File: config.mk
export PLATFORM = sky130hd
export DESIGN_NAME = fpu
export DESIGN_NICKNAME = d
export VERILOG_FILES = /design/src/common/fpu_pkg.sv /design/src/fpu/fadd_pipe.sv /design/src/fpu/fmul_pipe.sv /design/src/logic/fsign_cmp.sv /design/src/logic/fcvt.sv /design/src/fpu/fpu.sv
export SDC_FILE = /design/constraint.sdc
export NUM_CORES = 2
export LEC_CHECK = 0
export BUFFER_PORTS_ARGS = -buffer_cell sky130_fd_sc_hd__buf_2
export CAP_MARGIN = 20
export CORE_MARGIN = 2
export CORE_UTILIZATION = 55
export CTS_CLUSTER_SIZE = 14
export DETAILED_ROUTE_END_ITERATION = 8
export PLACE_DENSITY = 0.69
export SYNTH_ARGS = -nofsm -noshare
export SYNTH_HDL_FRONTEND = slang
export SYNTH_HIERARCHICAL = 1
export SYNTH_SLANG_ARGS = --single-unit
File: constraint.sdc
create_clock -name clk -period 15.99 [get_ports clk]
set_input_delay 0.7995 -clock clk [delete_from_list [all_inputs] [get_ports clk]]
set_output_delay 0.7995 -clock clk [all_outputs]
set_load 0.05 [all_outputs]
File: src/common/fpu_pkg.sv
package fpu_pkg;

    //////////////////////////////////////////////////
    // Operation codes
    //////////////////////////////////////////////////

    // Values 3 and 4 are reserved and unused
    typedef enum logic [3:0] {
        OP_FADD    = 4'd0,
        OP_FSUB    = 4'd1,
        OP_FMUL    = 4'd2,
        OP_FSGNJ   = 4'd5,
        OP_FSGNJN  = 4'd6,
        OP_FSGNJX  = 4'd7,
        OP_FEQ     = 4'd8,
        OP_FLE     = 4'd9,
        OP_FLT     = 4'd10,
        OP_FCVT_WS = 4'd11,
        OP_FCVT_SW = 4'd12
    } fpu_op_e;

    //////////////////////////////////////////////////
    // Single precision format
    //////////////////////////////////////////////////

    // Exponent and mantissa field widths
    localparam int EXP_W    = 8;
    localparam int MAN_W    = 23;

    // Exponent bias of the biased encoding
    localparam int EXP_BIAS = 127;

    // All-ones exponent marks infinity
    localparam int EXP_MAX  = 255;

    //////////////////////////////////////////////////
    // Unit latencies in cycles
    //////////////////////////////////////////////////

    // Add and subtract share one pipeline
    localparam int ADD_LAT  = 3;
    localparam int MUL_LAT  = 3;

    // Both conversion directions
    localparam int CVT_LAT  = 1;

endpackage

File: src/fpu/fadd_pipe.sv
`timescale 1ns/1ps

module fadd_pipe (
    input  logic        clk,
    input  logic        rstn,
    input  logic [31:0] x1,
    input  logic [31:0] x2,
    output logic [31:0] y
);

    // Stage 1 combinational alignment
    logic [31:0]                   big;
    logic [31:0]                   lesser;
    logic [fpu_pkg::EXP_W-1:0]     diff;
    logic [fpu_pkg::MAN_W:0]       m_big;
    logic [fpu_pkg::MAN_W:0]       m_small;
    logic [fpu_pkg::MAN_W+3:0]     ext_small;
    logic [fpu_pkg::MAN_W+3:0]     al_small;

    // Stage 1 registers
    logic                          s1_sign;
    logic                          s1_sub;
    logic [fpu_pkg::EXP_W-1:0]     s1_exp;
    logic [fpu_pkg::MAN_W+3:0]     s1_mb;
    logic [fpu_pkg::MAN_W+3:0]     s1_ms;

    // Stage 2 registers
    logic                          s2_sign;
    logic [fpu_pkg::EXP_W-1:0]     s2_exp;
    logic [fpu_pkg::MAN_W+4:0]     s2_sum;

    // Stage 3 combinational normalize
    logic [4:0]                    lead;
    logic [fpu_pkg::MAN_W+4:0]     norm;
    logic signed [9:0]             e_n;
    logic [31:0]                   y_n;

    //////////////////////////////////////////////////
    // Stage 1 orders and aligns
    //////////////////////////////////////////////////

    always_comb begin
        if (x1[30:0] >= x2[30:0]) begin
            big    = x1;
            lesser = x2;
        end else begin
            big    = x2;
            lesser = x1;
        end
        diff = big[30:23] - lesser[30:23];

        // Zero exponent flushes to zero with no hidden bit
        m_big   = (big[30:23] == 8'd0) ? '0 : {1'b1, big[22:0]};
        m_small = (lesser[30:23] == 8'd0) ? '0 : {1'b1, lesser[22:0]};

        // Guard, round and sticky below the mantissa
        ext_small = {m_small, 3'b000};
        if (diff >= 8'd27) begin
            al_small    = '0;
            al_small[0] = |m_small;
        end else begin
            al_small    = ext_small >> diff;
            al_small[0] = al_small[0] | (|(ext_small & ((27'd1 << diff) - 27'd1)));
        end
    end

    always_ff @(posedge clk) begin
        if (!rstn) begin
            s1_sign <= 1'b0;
            s1_sub  <= 1'b0;
            s1_exp  <= '0;
            s1_mb   <= '0;
            s1_ms   <= '0;
        end else begin
            s1_sign <= big[31];
            s1_sub  <= big[31] ^ lesser[31];
            s1_exp  <= big[30:23];
            s1_mb   <= {m_big, 3'b000};
            s1_ms   <= al_small;
        end
    end

    //////////////////////////////////////////////////
    // Stage 2 adds or subtracts the mantissas
    //////////////////////////////////////////////////

    // Big operand is never smaller so the difference stays positive
    always_ff @(posedge clk) begin
        if (!rstn) begin
            s2_sign <= 1'b0;
            s2_exp  <= '0;
            s2_sum  <= '0;
        end else begin
            s2_sign <= s1_sign;
            s2_exp  <= s1_exp;
            if (s1_sub) begin
                s2_sum <= {1'b0, s1_mb} - {1'b0, s1_ms};
            end else begin
                s2_sum <= {1'b0, s1_mb} + {1'b0, s1_ms};
            end
        end
    end

    //////////////////////////////////////////////////
    // Stage 3 normalizes and truncates
    //////////////////////////////////////////////////

    always_comb begin
        lead = 5'd0;
        for (int i = 0; i < 28; i++) begin
            if (s2_sum[i]) begin
                lead = 5'(i);
            end
        end

        // Leading one moves to bit 27 where a carry puts the hidden bit
        norm = s2_sum << (5'd27 - lead);
        e_n  = {2'b00, s2_exp} + {5'b00000, lead} - 10'sd26;

        if (s2_sum == '0) begin
            // Exact cancellation gives +0
            y_n = 32'd0;
        end else if (e_n >= fpu_pkg::EXP_MAX) begin
            y_n = {s2_sign, 8'(fpu_pkg::EXP_MAX), 23'd0};
        end else if (e_n <= 10'sd0) begin
            y_n = {s2_sign, 31'd0};
        end else begin
            y_n = {s2_sign, e_n[7:0], norm[26:4]};
        end
    end

    always_ff @(posedge clk) begin
        if (!rstn) begin
            y <= 32'd0;
        end else begin
            y <= y_n;
        end
    end

endmodule

File: src/fpu/fmul_pipe.sv
`timescale 1ns/1ps

module fmul_pipe (
    input  logic        clk,
    input  logic        rstn,
    input  logic [31:0] x1,
    input  logic [31:0] x2,
    output logic [31:0] y
);

    logic                          s1_sign;
    logic                          s1_zero;
    logic signed [9:0]             s1_exp;
    logic [fpu_pkg::MAN_W:0]       s1_ma;
    logic [fpu_pkg::MAN_W:0]       s1_mb;

    logic                          s2_sign;
    logic                          s2_zero;
    logic signed [9:0]             s2_exp;
    logic [2*fpu_pkg::MAN_W+1:0]   s2_prod;

    logic signed [9:0]             e_n;
    logic [fpu_pkg::MAN_W-1:0]     man_n;
    logic [31:0]                   y_n;

    //////////////////////////////////////////////////
    // Stage 1: sign, exponent and zero detect
    //////////////////////////////////////////////////

    always_ff @(posedge clk) begin
        if (!rstn) begin
            s1_sign <= 1'b0;
            s1_zero <= 1'b0;
            s1_exp  <= '0;
            s1_ma   <= '0;
            s1_mb   <= '0;
        end else begin
            s1_sign <= x1[31] ^ x2[31];
            // Subnormal operands count as zero
            s1_zero <= (x1[30:23] == 8'd0) || (x2[30:23] == 8'd0);
            s1_exp  <= {2'b00, x1[30:23]} + {2'b00, x2[30:23]}
                       - 10'(fpu_pkg::EXP_BIAS);
            s1_ma   <= {1'b1, x1[22:0]};
            s1_mb   <= {1'b1, x2[22:0]};
        end
    end

    //////////////////////////////////////////////////
    // Stage 2: mantissa product
    //////////////////////////////////////////////////

    always_ff @(posedge clk) begin
        if (!rstn) begin
            s2_sign <= 1'b0;
            s2_zero <= 1'b0;
            s2_exp  <= '0;
            s2_prod <= '0;
        end else begin
            s2_sign <= s1_sign;
            s2_zero <= s1_zero;
            s2_exp  <= s1_exp;
            s2_prod <= s1_ma * s1_mb;
        end
    end

    //////////////////////////////////////////////////
    // Stage 3: normalize and saturate
    //////////////////////////////////////////////////

    always_comb begin
        // Product of two 1.x values lies in [1, 4)
        if (s2_prod[47]) begin
            man_n = s2_prod[46:24];
            e_n   = s2_exp + 10'sd1;
        end else begin
            man_n = s2_prod[45:23];
            e_n   = s2_exp;
        end

        if (s2_zero) begin
            y_n = {s2_sign, 31'd0};
        end else if (e_n >= fpu_pkg::EXP_MAX) begin
            y_n = {s2_sign, 8'(fpu_pkg::EXP_MAX), 23'd0};
        end else if (e_n <= 10'sd0) begin
            y_n = {s2_sign, 31'd0};
        end else begin
            y_n = {s2_sign, e_n[7:0], man_n};
        end
    end

    always_ff @(posedge clk) begin
        if (!rstn) begin
            y <= 32'd0;
        end else begin
            y <= y_n;
        end
    end

endmodule

File: src/logic/fsign_cmp.sv
`timescale 1ns/1ps

module fsign_cmp (
    input  fpu_pkg::fpu_op_e fpuop,
    input  logic [31:0]      x1,
    input  logic [31:0]      x2,
    output logic [31:0]      y
);

    logic [30:0] m1;
    logic [30:0] m2;
    logic        both_zero;
    logic        eq;
    logic        lt;

    // Magnitudes with subnormals flushed to zero
    assign m1 = (x1[30:23] == 8'd0) ? 31'd0 : x1[30:0];
    assign m2 = (x2[30:23] == 8'd0) ? 31'd0 : x2[30:0];

    // +0 and -0 are the same value
    assign both_zero = (m1 == 31'd0) && (m2 == 31'd0);

    assign eq = both_zero || ((x1[31] == x2[31]) && (m1 == m2));

    always_comb begin
        if (both_zero) begin
            lt = 1'b0;
        end else if (x1[31] != x2[31]) begin
            // Negative side is the smaller one
            lt = x1[31];
        end else if (x1[31]) begin
            lt = m1 > m2;
        end else begin
            lt = m1 < m2;
        end
    end

    always_comb begin
        case (fpuop)
            fpu_pkg::OP_FSGNJ:  y = {x2[31], x1[30:0]};
            fpu_pkg::OP_FSGNJN: y = {~x2[31], x1[30:0]};
            fpu_pkg::OP_FSGNJX: y = {x1[31] ^ x2[31], x1[30:0]};
            fpu_pkg::OP_FEQ:    y = {31'd0, eq};
            fpu_pkg::OP_FLE:    y = {31'd0, lt | eq};
            fpu_pkg::OP_FLT:    y = {31'd0, lt};
            default:            y = 32'd0;
        endcase
    end

endmodule

File: src/logic/fcvt.sv
`timescale 1ns/1ps

module fcvt (
    input  logic        clk,
    input  logic        rstn,
    input  logic        to_float,
    input  logic [31:0] x,
    output logic [31:0] y
);

    // Float to int
    logic signed [9:0]             unb_exp;
    logic [4:0]                    shamt;
    logic [31:0]                   mag_f;
    logic [31:0]                   int_res;

    // Int to float
    logic [31:0]                   mag_i;
    logic [31:0]                   norm_i;
    logic [4:0]                    lead;
    logic [fpu_pkg::EXP_W-1:0]     f_exp;
    logic [31:0]                   float_res;

    //////////////////////////////////////////////////
    // Float to signed integer, toward zero
    //////////////////////////////////////////////////

    always_comb begin
        unb_exp = {2'b00, x[30:23]} - 10'(fpu_pkg::EXP_BIAS);
        shamt   = unb_exp[4:0];
        mag_f   = 32'd0;

        if (unb_exp < 10'sd0) begin
            // Magnitude below one truncates to zero
            int_res = 32'd0;
        end else if (unb_exp >= 10'sd31) begin
            int_res = x[31] ? 32'h8000_0000 : 32'h7fff_ffff;
        end else begin
            if (shamt >= 5'(fpu_pkg::MAN_W)) begin
                mag_f = {8'd0, 1'b1, x[22:0]} << (shamt - 5'(fpu_pkg::MAN_W));
            end else begin
                mag_f = {8'd0, 1'b1, x[22:0]} >> (5'(fpu_pkg::MAN_W) - shamt);
            end
            int_res = x[31] ? -mag_f : mag_f;
        end
    end

    //////////////////////////////////////////////////
    // Signed integer to float, toward zero
    //////////////////////////////////////////////////

    always_comb begin
        // Most negative value keeps its bit pattern as magnitude
        mag_i = x[31] ? -x : x;

        lead = 5'd0;
        for (int i = 0; i < 32; i++) begin
            if (mag_i[i]) begin
                lead = 5'(i);
            end
        end

        norm_i = mag_i << (5'd31 - lead);
        f_exp  = 8'(fpu_pkg::EXP_BIAS) + {3'b000, lead};

        if (x == 32'd0) begin
            float_res = 32'd0;
        end else begin
            float_res = {x[31], f_exp, norm_i[30 -: fpu_pkg::MAN_W]};
        end
    end

    always_ff @(posedge clk) begin
        if (!rstn) begin
            y <= 32'd0;
        end else begin
            y <= to_float ? float_res : int_res;
        end
    end

endmodule

File: src/fpu/fpu.sv
`timescale 1ns/1ps

module fpu (
    input  logic              clk,
    input  logic              rstn,
    input  logic [31:0]       src0,
    input  logic [31:0]       src1,
    input  fpu_pkg::fpu_op_e  fpuop,
    output logic [31:0]       result,
    output logic              fin
);

    logic [31:0] add_x2;
    logic [31:0] add_y;
    logic [31:0] mul_y;
    logic [31:0] sc_y;
    logic [31:0] cvt_y;
    logic        to_float;
    logic [2:0]  lat;
    logic [2:0]  state;

    //////////////////////////////////////////////////
    // Arithmetic units
    //////////////////////////////////////////////////

    // Subtract is an add with the second sign flipped
    assign add_x2   = {src1[31] ^ (fpuop == fpu_pkg::OP_FSUB), src1[30:0]};
    assign to_float = (fpuop == fpu_pkg::OP_FCVT_SW);

    fadd_pipe i_fadd (
        .clk  (clk),
        .rstn (rstn),
        .x1   (src0),
        .x2   (add_x2),
        .y    (add_y)
    );

    fmul_pipe i_fmul (
        .clk  (clk),
        .rstn (rstn),
        .x1   (src0),
        .x2   (src1),
        .y    (mul_y)
    );

    fsign_cmp i_fsign_cmp (
        .fpuop (fpuop),
        .x1    (src0),
        .x2    (src1),
        .y     (sc_y)
    );

    fcvt i_fcvt (
        .clk      (clk),
        .rstn     (rstn),
        .to_float (to_float),
        .x        (src0),
        .y        (cvt_y)
    );

    //////////////////////////////////////////////////
    // Latency counter and fin
    //////////////////////////////////////////////////

    // Zero latency means the result is combinational
    always_comb begin
        case (fpuop)
            fpu_pkg::OP_FADD,
            fpu_pkg::OP_FSUB:    lat = 3'(fpu_pkg::ADD_LAT);
            fpu_pkg::OP_FMUL:    lat = 3'(fpu_pkg::MUL_LAT);
            fpu_pkg::OP_FCVT_WS,
            fpu_pkg::OP_FCVT_SW: lat = 3'(fpu_pkg::CVT_LAT);
            default:             lat = 3'd0;
        endcase
    end

    assign fin = (lat == 3'd0) ? 1'b1 : (state == lat);

    always_ff @(posedge clk) begin
        if (!rstn) begin
            state <= 3'd0;
        end else if (state == 3'd0) begin
            // Start counting when a multi-cycle op shows up
            if (lat != 3'd0) begin
                state <= 3'd1;
            end
        end else if (fin) begin
            state <= 3'd0;
        end else begin
            state <= state + 3'd1;
        end
    end

    // Result select
    always_comb begin
        case (fpuop)
            fpu_pkg::OP_FADD,
            fpu_pkg::OP_FSUB:    result = add_y;
            fpu_pkg::OP_FMUL:    result = mul_y;
            fpu_pkg::OP_FSGNJ,
            fpu_pkg::OP_FSGNJN,
            fpu_pkg::OP_FSGNJX,
            fpu_pkg::OP_FEQ,
            fpu_pkg::OP_FLE,
            fpu_pkg::OP_FLT:     result = sc_y;
            fpu_pkg::OP_FCVT_WS,
            fpu_pkg::OP_FCVT_SW: result = cvt_y;
            default:             result = 32'd0;
        endcase
    end

endmodule

==> impl_metrics.csv <==
group,metric,value,unit
synthesis,synthDominantCellAreaShare,20.9,%
synthesis,syn_area,0.0463,sq mm
global_routing,grtUsageMet3,7.43,%
pwr,p_per_area,93.4,mW/mm^2
sta,finalCritPeriodShare,51.9,%
clock_network,root_buffer,"clkbuf_16",
sta,finalSetupViolations,0,
finish,final_layout_size_suffix_gt1_share,8.35,%
synthesis,synth.distinct_cells,132,
global_routing,overflow,0,
finish,area_growth,4.87,%
floorplan,die_area,0.0865,sq mm
clock_network,clk_pin_slew,60,ps
clock_network,htree_num_levels,2,
place,gp_congestion,0.989,
synthesis,syn_inst,5667,
pwr,irDropWorstVdd,0.0000730,V
floorplan,rows,106,
floorplan,die-width,294,microns
drt,wl_per_cell,24.7,microns
global_routing,grtUsageTotal,37.4,%
clock_network,cts_setup_buffers,0,
worst_setup_path,critical_path_required,16440,ps
clock_network,cts_resized,0,
synthesis,netlist_top_cells_count,"722 x inv_1, 680 x nand2_1, 484 x fa_1",
sta,tns,0,ps
drt,vias,42300,
floorplan,die_y,294,microns
worst_setup_path,cp-end-kind,"flop",
worst_setup_path,arrival,8750,ps
sta,fin_skew,39.5,ps
global_routing,grt_start_max_net_pins,89,
synthesis,synth_area_leader_cell,"fa_1",
place,hpwlAfterDp,121000,microns
sta,slew_viol_final,0,
synthesis,ys_async_sr_fraction,0,%
global_routing,met2_usage,58.8,%
global_routing,busiest_layer,"met2",
sta,period_needed,8300,ps
synthesis,syn_area_per_cell,8.17,sq um
clock_network,insertion_delay,590,ps
flow_run,maxCapViolations,0,
synthesis,synth_edf_count,0,
global_routing,grt_pass1_wl,248000,microns
worst_setup_path,startpoint_type,"flop",
place,port_buffers,102,
finish,nNetsFinal,6411,
worst_setup_path,worst-path-max-fanout,24,
global_routing,use_met1,48.5,%
drt,first_pass_iters,6,
clock_network,clkSinkCount,293,
synthesis,synth_area_leaders,"fa_1 21%, dfxtp_1 13%, ha_1 8.8%, and2_1 6.4%, inv_1 5.9%",
run_status,status,"completed",
place,place_inst,6569,
drt,drtAntennaViolNets,0,
sta,fmax,120,MHz
synthesis,synthFlopType,"dfxtp_1",
worst_setup_path,r2r_slack,7690,ps
floorplan,start_util,55.5,%
sta,hold_slack,423,ps
floorplan,fp.coreArea,0.0834,sq mm
place,dp_slack,7750,ps
clock_network,cts_buffers,37,
min_path,min_path_type,"reg -> reg",
pwr,p_leak,21.8,nW
synthesis,ys_seq_elements,293,
drt,viasPerCell,6.37,
sta,tightest_slew,1170,ps
drt,drt-total-wl,164000,microns
sta,layout_setup_ws,7690,ps
drt,drc_errors,0,
global_routing,first_global_vias,41200,
worst_setup_path,worstSetupPathType,"reg -> reg",
sta,finalHoldViolCount,0,
global_routing,antenna_found_initial,11,
sta,maxSlewHeadroom,21.9,%
synthesis,synth_nets,6547,
finish,fill_cells,7684,
clock_network,cts_buffer_depth,3,
clock_network,cts_tree,"built",
finish,layoutNonFillerInstCount,6645,
synthesis,ys_seq_area_share,12.7,%
sta,rsz0062_at_grt,"no",
floorplan,pin_count,103,
drt,first_iter_violations,4415,
synthesis,yosys_warnings,6,
clock_network,cts_hold_buf,0,
synthesis,synth_most_common_cell,"inv_1",
==> path summary, 6_finish.rpt <==
kind / from / to / cells past startpoint
min: i_fadd/s1_exp[1]$_SDFF_PN0_ / i_fadd/s2_exp[1]$_SDFF_PN0_ / 1
min reg2reg: i_fadd/s1_exp[1]$_SDFF_PN0_ / i_fadd/s2_exp[1]$_SDFF_PN0_ / 1
max reg2reg: i_fmul/s1_mb[4]$_SDFF_PN0_ / i_fmul/s2_prod[44]$_SDFF_PN0_ / 25
max: i_fmul/s1_mb[4]$_SDFF_PN0_ / i_fmul/s2_prod[44]$_SDFF_PN0_ / 25
==> metal layers <==
metal  part of all wire (%)  up-vias
met3                    9.9      539
met4                    6.1        8
met1                     39    20600
met5                  0.030        -
li1                       -    18800
met2                     45     2355
==> critical path: stages, from the launching register on <==
cell and delay (ps):
dfxtp_1 1090, nand2_1 180, fa_1 550, inv_1 50, fa_1 480, inv_1 60
fa_1 530, inv_1 50, fa_1 490, inv_1 50, fa_1 530, inv_1 50
fa_1 470, inv_1 60, fa_1 520, inv_1 40, ha_1 300, nand4_1 150
or4_1 610, a2111oi_0 380, nand4b_1 310, a41o_2 380, nand4_1 130, and3_4 220
and4_4 180, or3_1 330
==> layout make-up <==
cell class                 count  area (sq um)  area share, %
multi-input combinational   4278         36100           74.4
sequential                   293          5870           12.1
inverter                     729          2740           5.64
tap                         1080          1350           2.78
timing repair buffer         192          1230           2.54
clock buffer                  49          1070           2.21
clock inverter                18           148          0.304
antenna                        6          15.0         0.0309
==> through the flow <==
| stage | util [%] | cell area (sq um) | total power (W) |
|---|---|---|---|
| 4_1_cts | 58.1 | 48500 | 0.00449 |
| 3_5_place_dp | 56.6 | 47200 | 0.00363 |
| 5_1_grt | 58.2 | 48500 | 0.00483 |
| 2_1_floorplan | - | 46300 | 0.00283 |
| 6_report | 58.2 | 48500 | 0.00453 |
| 3_3_place_gp | 56.6 | 47200 | 0.00362 |
==> placed cells by master (no fill, tap or decap), types with 52 or more instances in the layout <==
| cell type | count |
|---|---|
| a211oi_1 | 58 |
| a21oi_1 | 287 |
| and2_1 | 470 |
| buf_2 | 100 |
| buf_4 | 89 |
| dfxtp_1 | 292 |
| fa_1 | 484 |
| ha_1 | 325 |
| inv_1 | 722 |
| mux2i_1 | 173 |
| nand2_1 | 680 |
| nand3_1 | 109 |
| nand4_1 | 52 |
| nor2_1 | 266 |
| nor3_1 | 76 |
| o21ai_0 | 195 |
| xnor2_1 | 90 |
==> kinds of logic (layout without fill, tap and decap cells) <==
logic type	Yosys count	after routing	share of synthesized area (%)
adder cells (fa/ha/maj)	810	810	29.8
AO/OA/AOI/OAI	1123	1123	16.7
multiplexers	269	269	7.36
AND/OR/NAND/NOR	1930	1930	21.2
XOR/XNOR	146	146	2.85
other	0	6	0
flip-flops	293	293	12.7
buffers and inverters	1096	988	9.42
==> power by group <==
part / switching, W / leakage [nW] / internal (W)
registers: 0.0000827 / 2.41 / 0.000818
logic: 0.00177 / 18.8 / 0.00101
clock network: 0.000368 / 0.596 / 0.000482
==> state kept, by name (all words and copies together), names as in the netlist <==
name            flops
i_fadd/y           32
i_fcvt/y           32
i_fmul/y           32
i_fadd/s2_sum      28
i_fadd/s1_ms       27
i_fmul/s2_prod     25
i_fadd/s1_mb       24
i_fmul/s1_ma       24
i_fmul/s1_mb       23
i_fmul/s1_exp      10
i_fmul/s2_exp      10
i_fadd/s1_exp       8
i_fadd/s2_exp       8
state               3
i_fadd/s1_sign      1
i_fadd/s1_sub       1
i_fadd/s2_sign      1
i_fmul/s1_sign      1
i_fmul/s1_zero      1
i_fmul/s2_sign      1
i_fmul/s2_zero      1
Power figures use the tool's default switching activity.
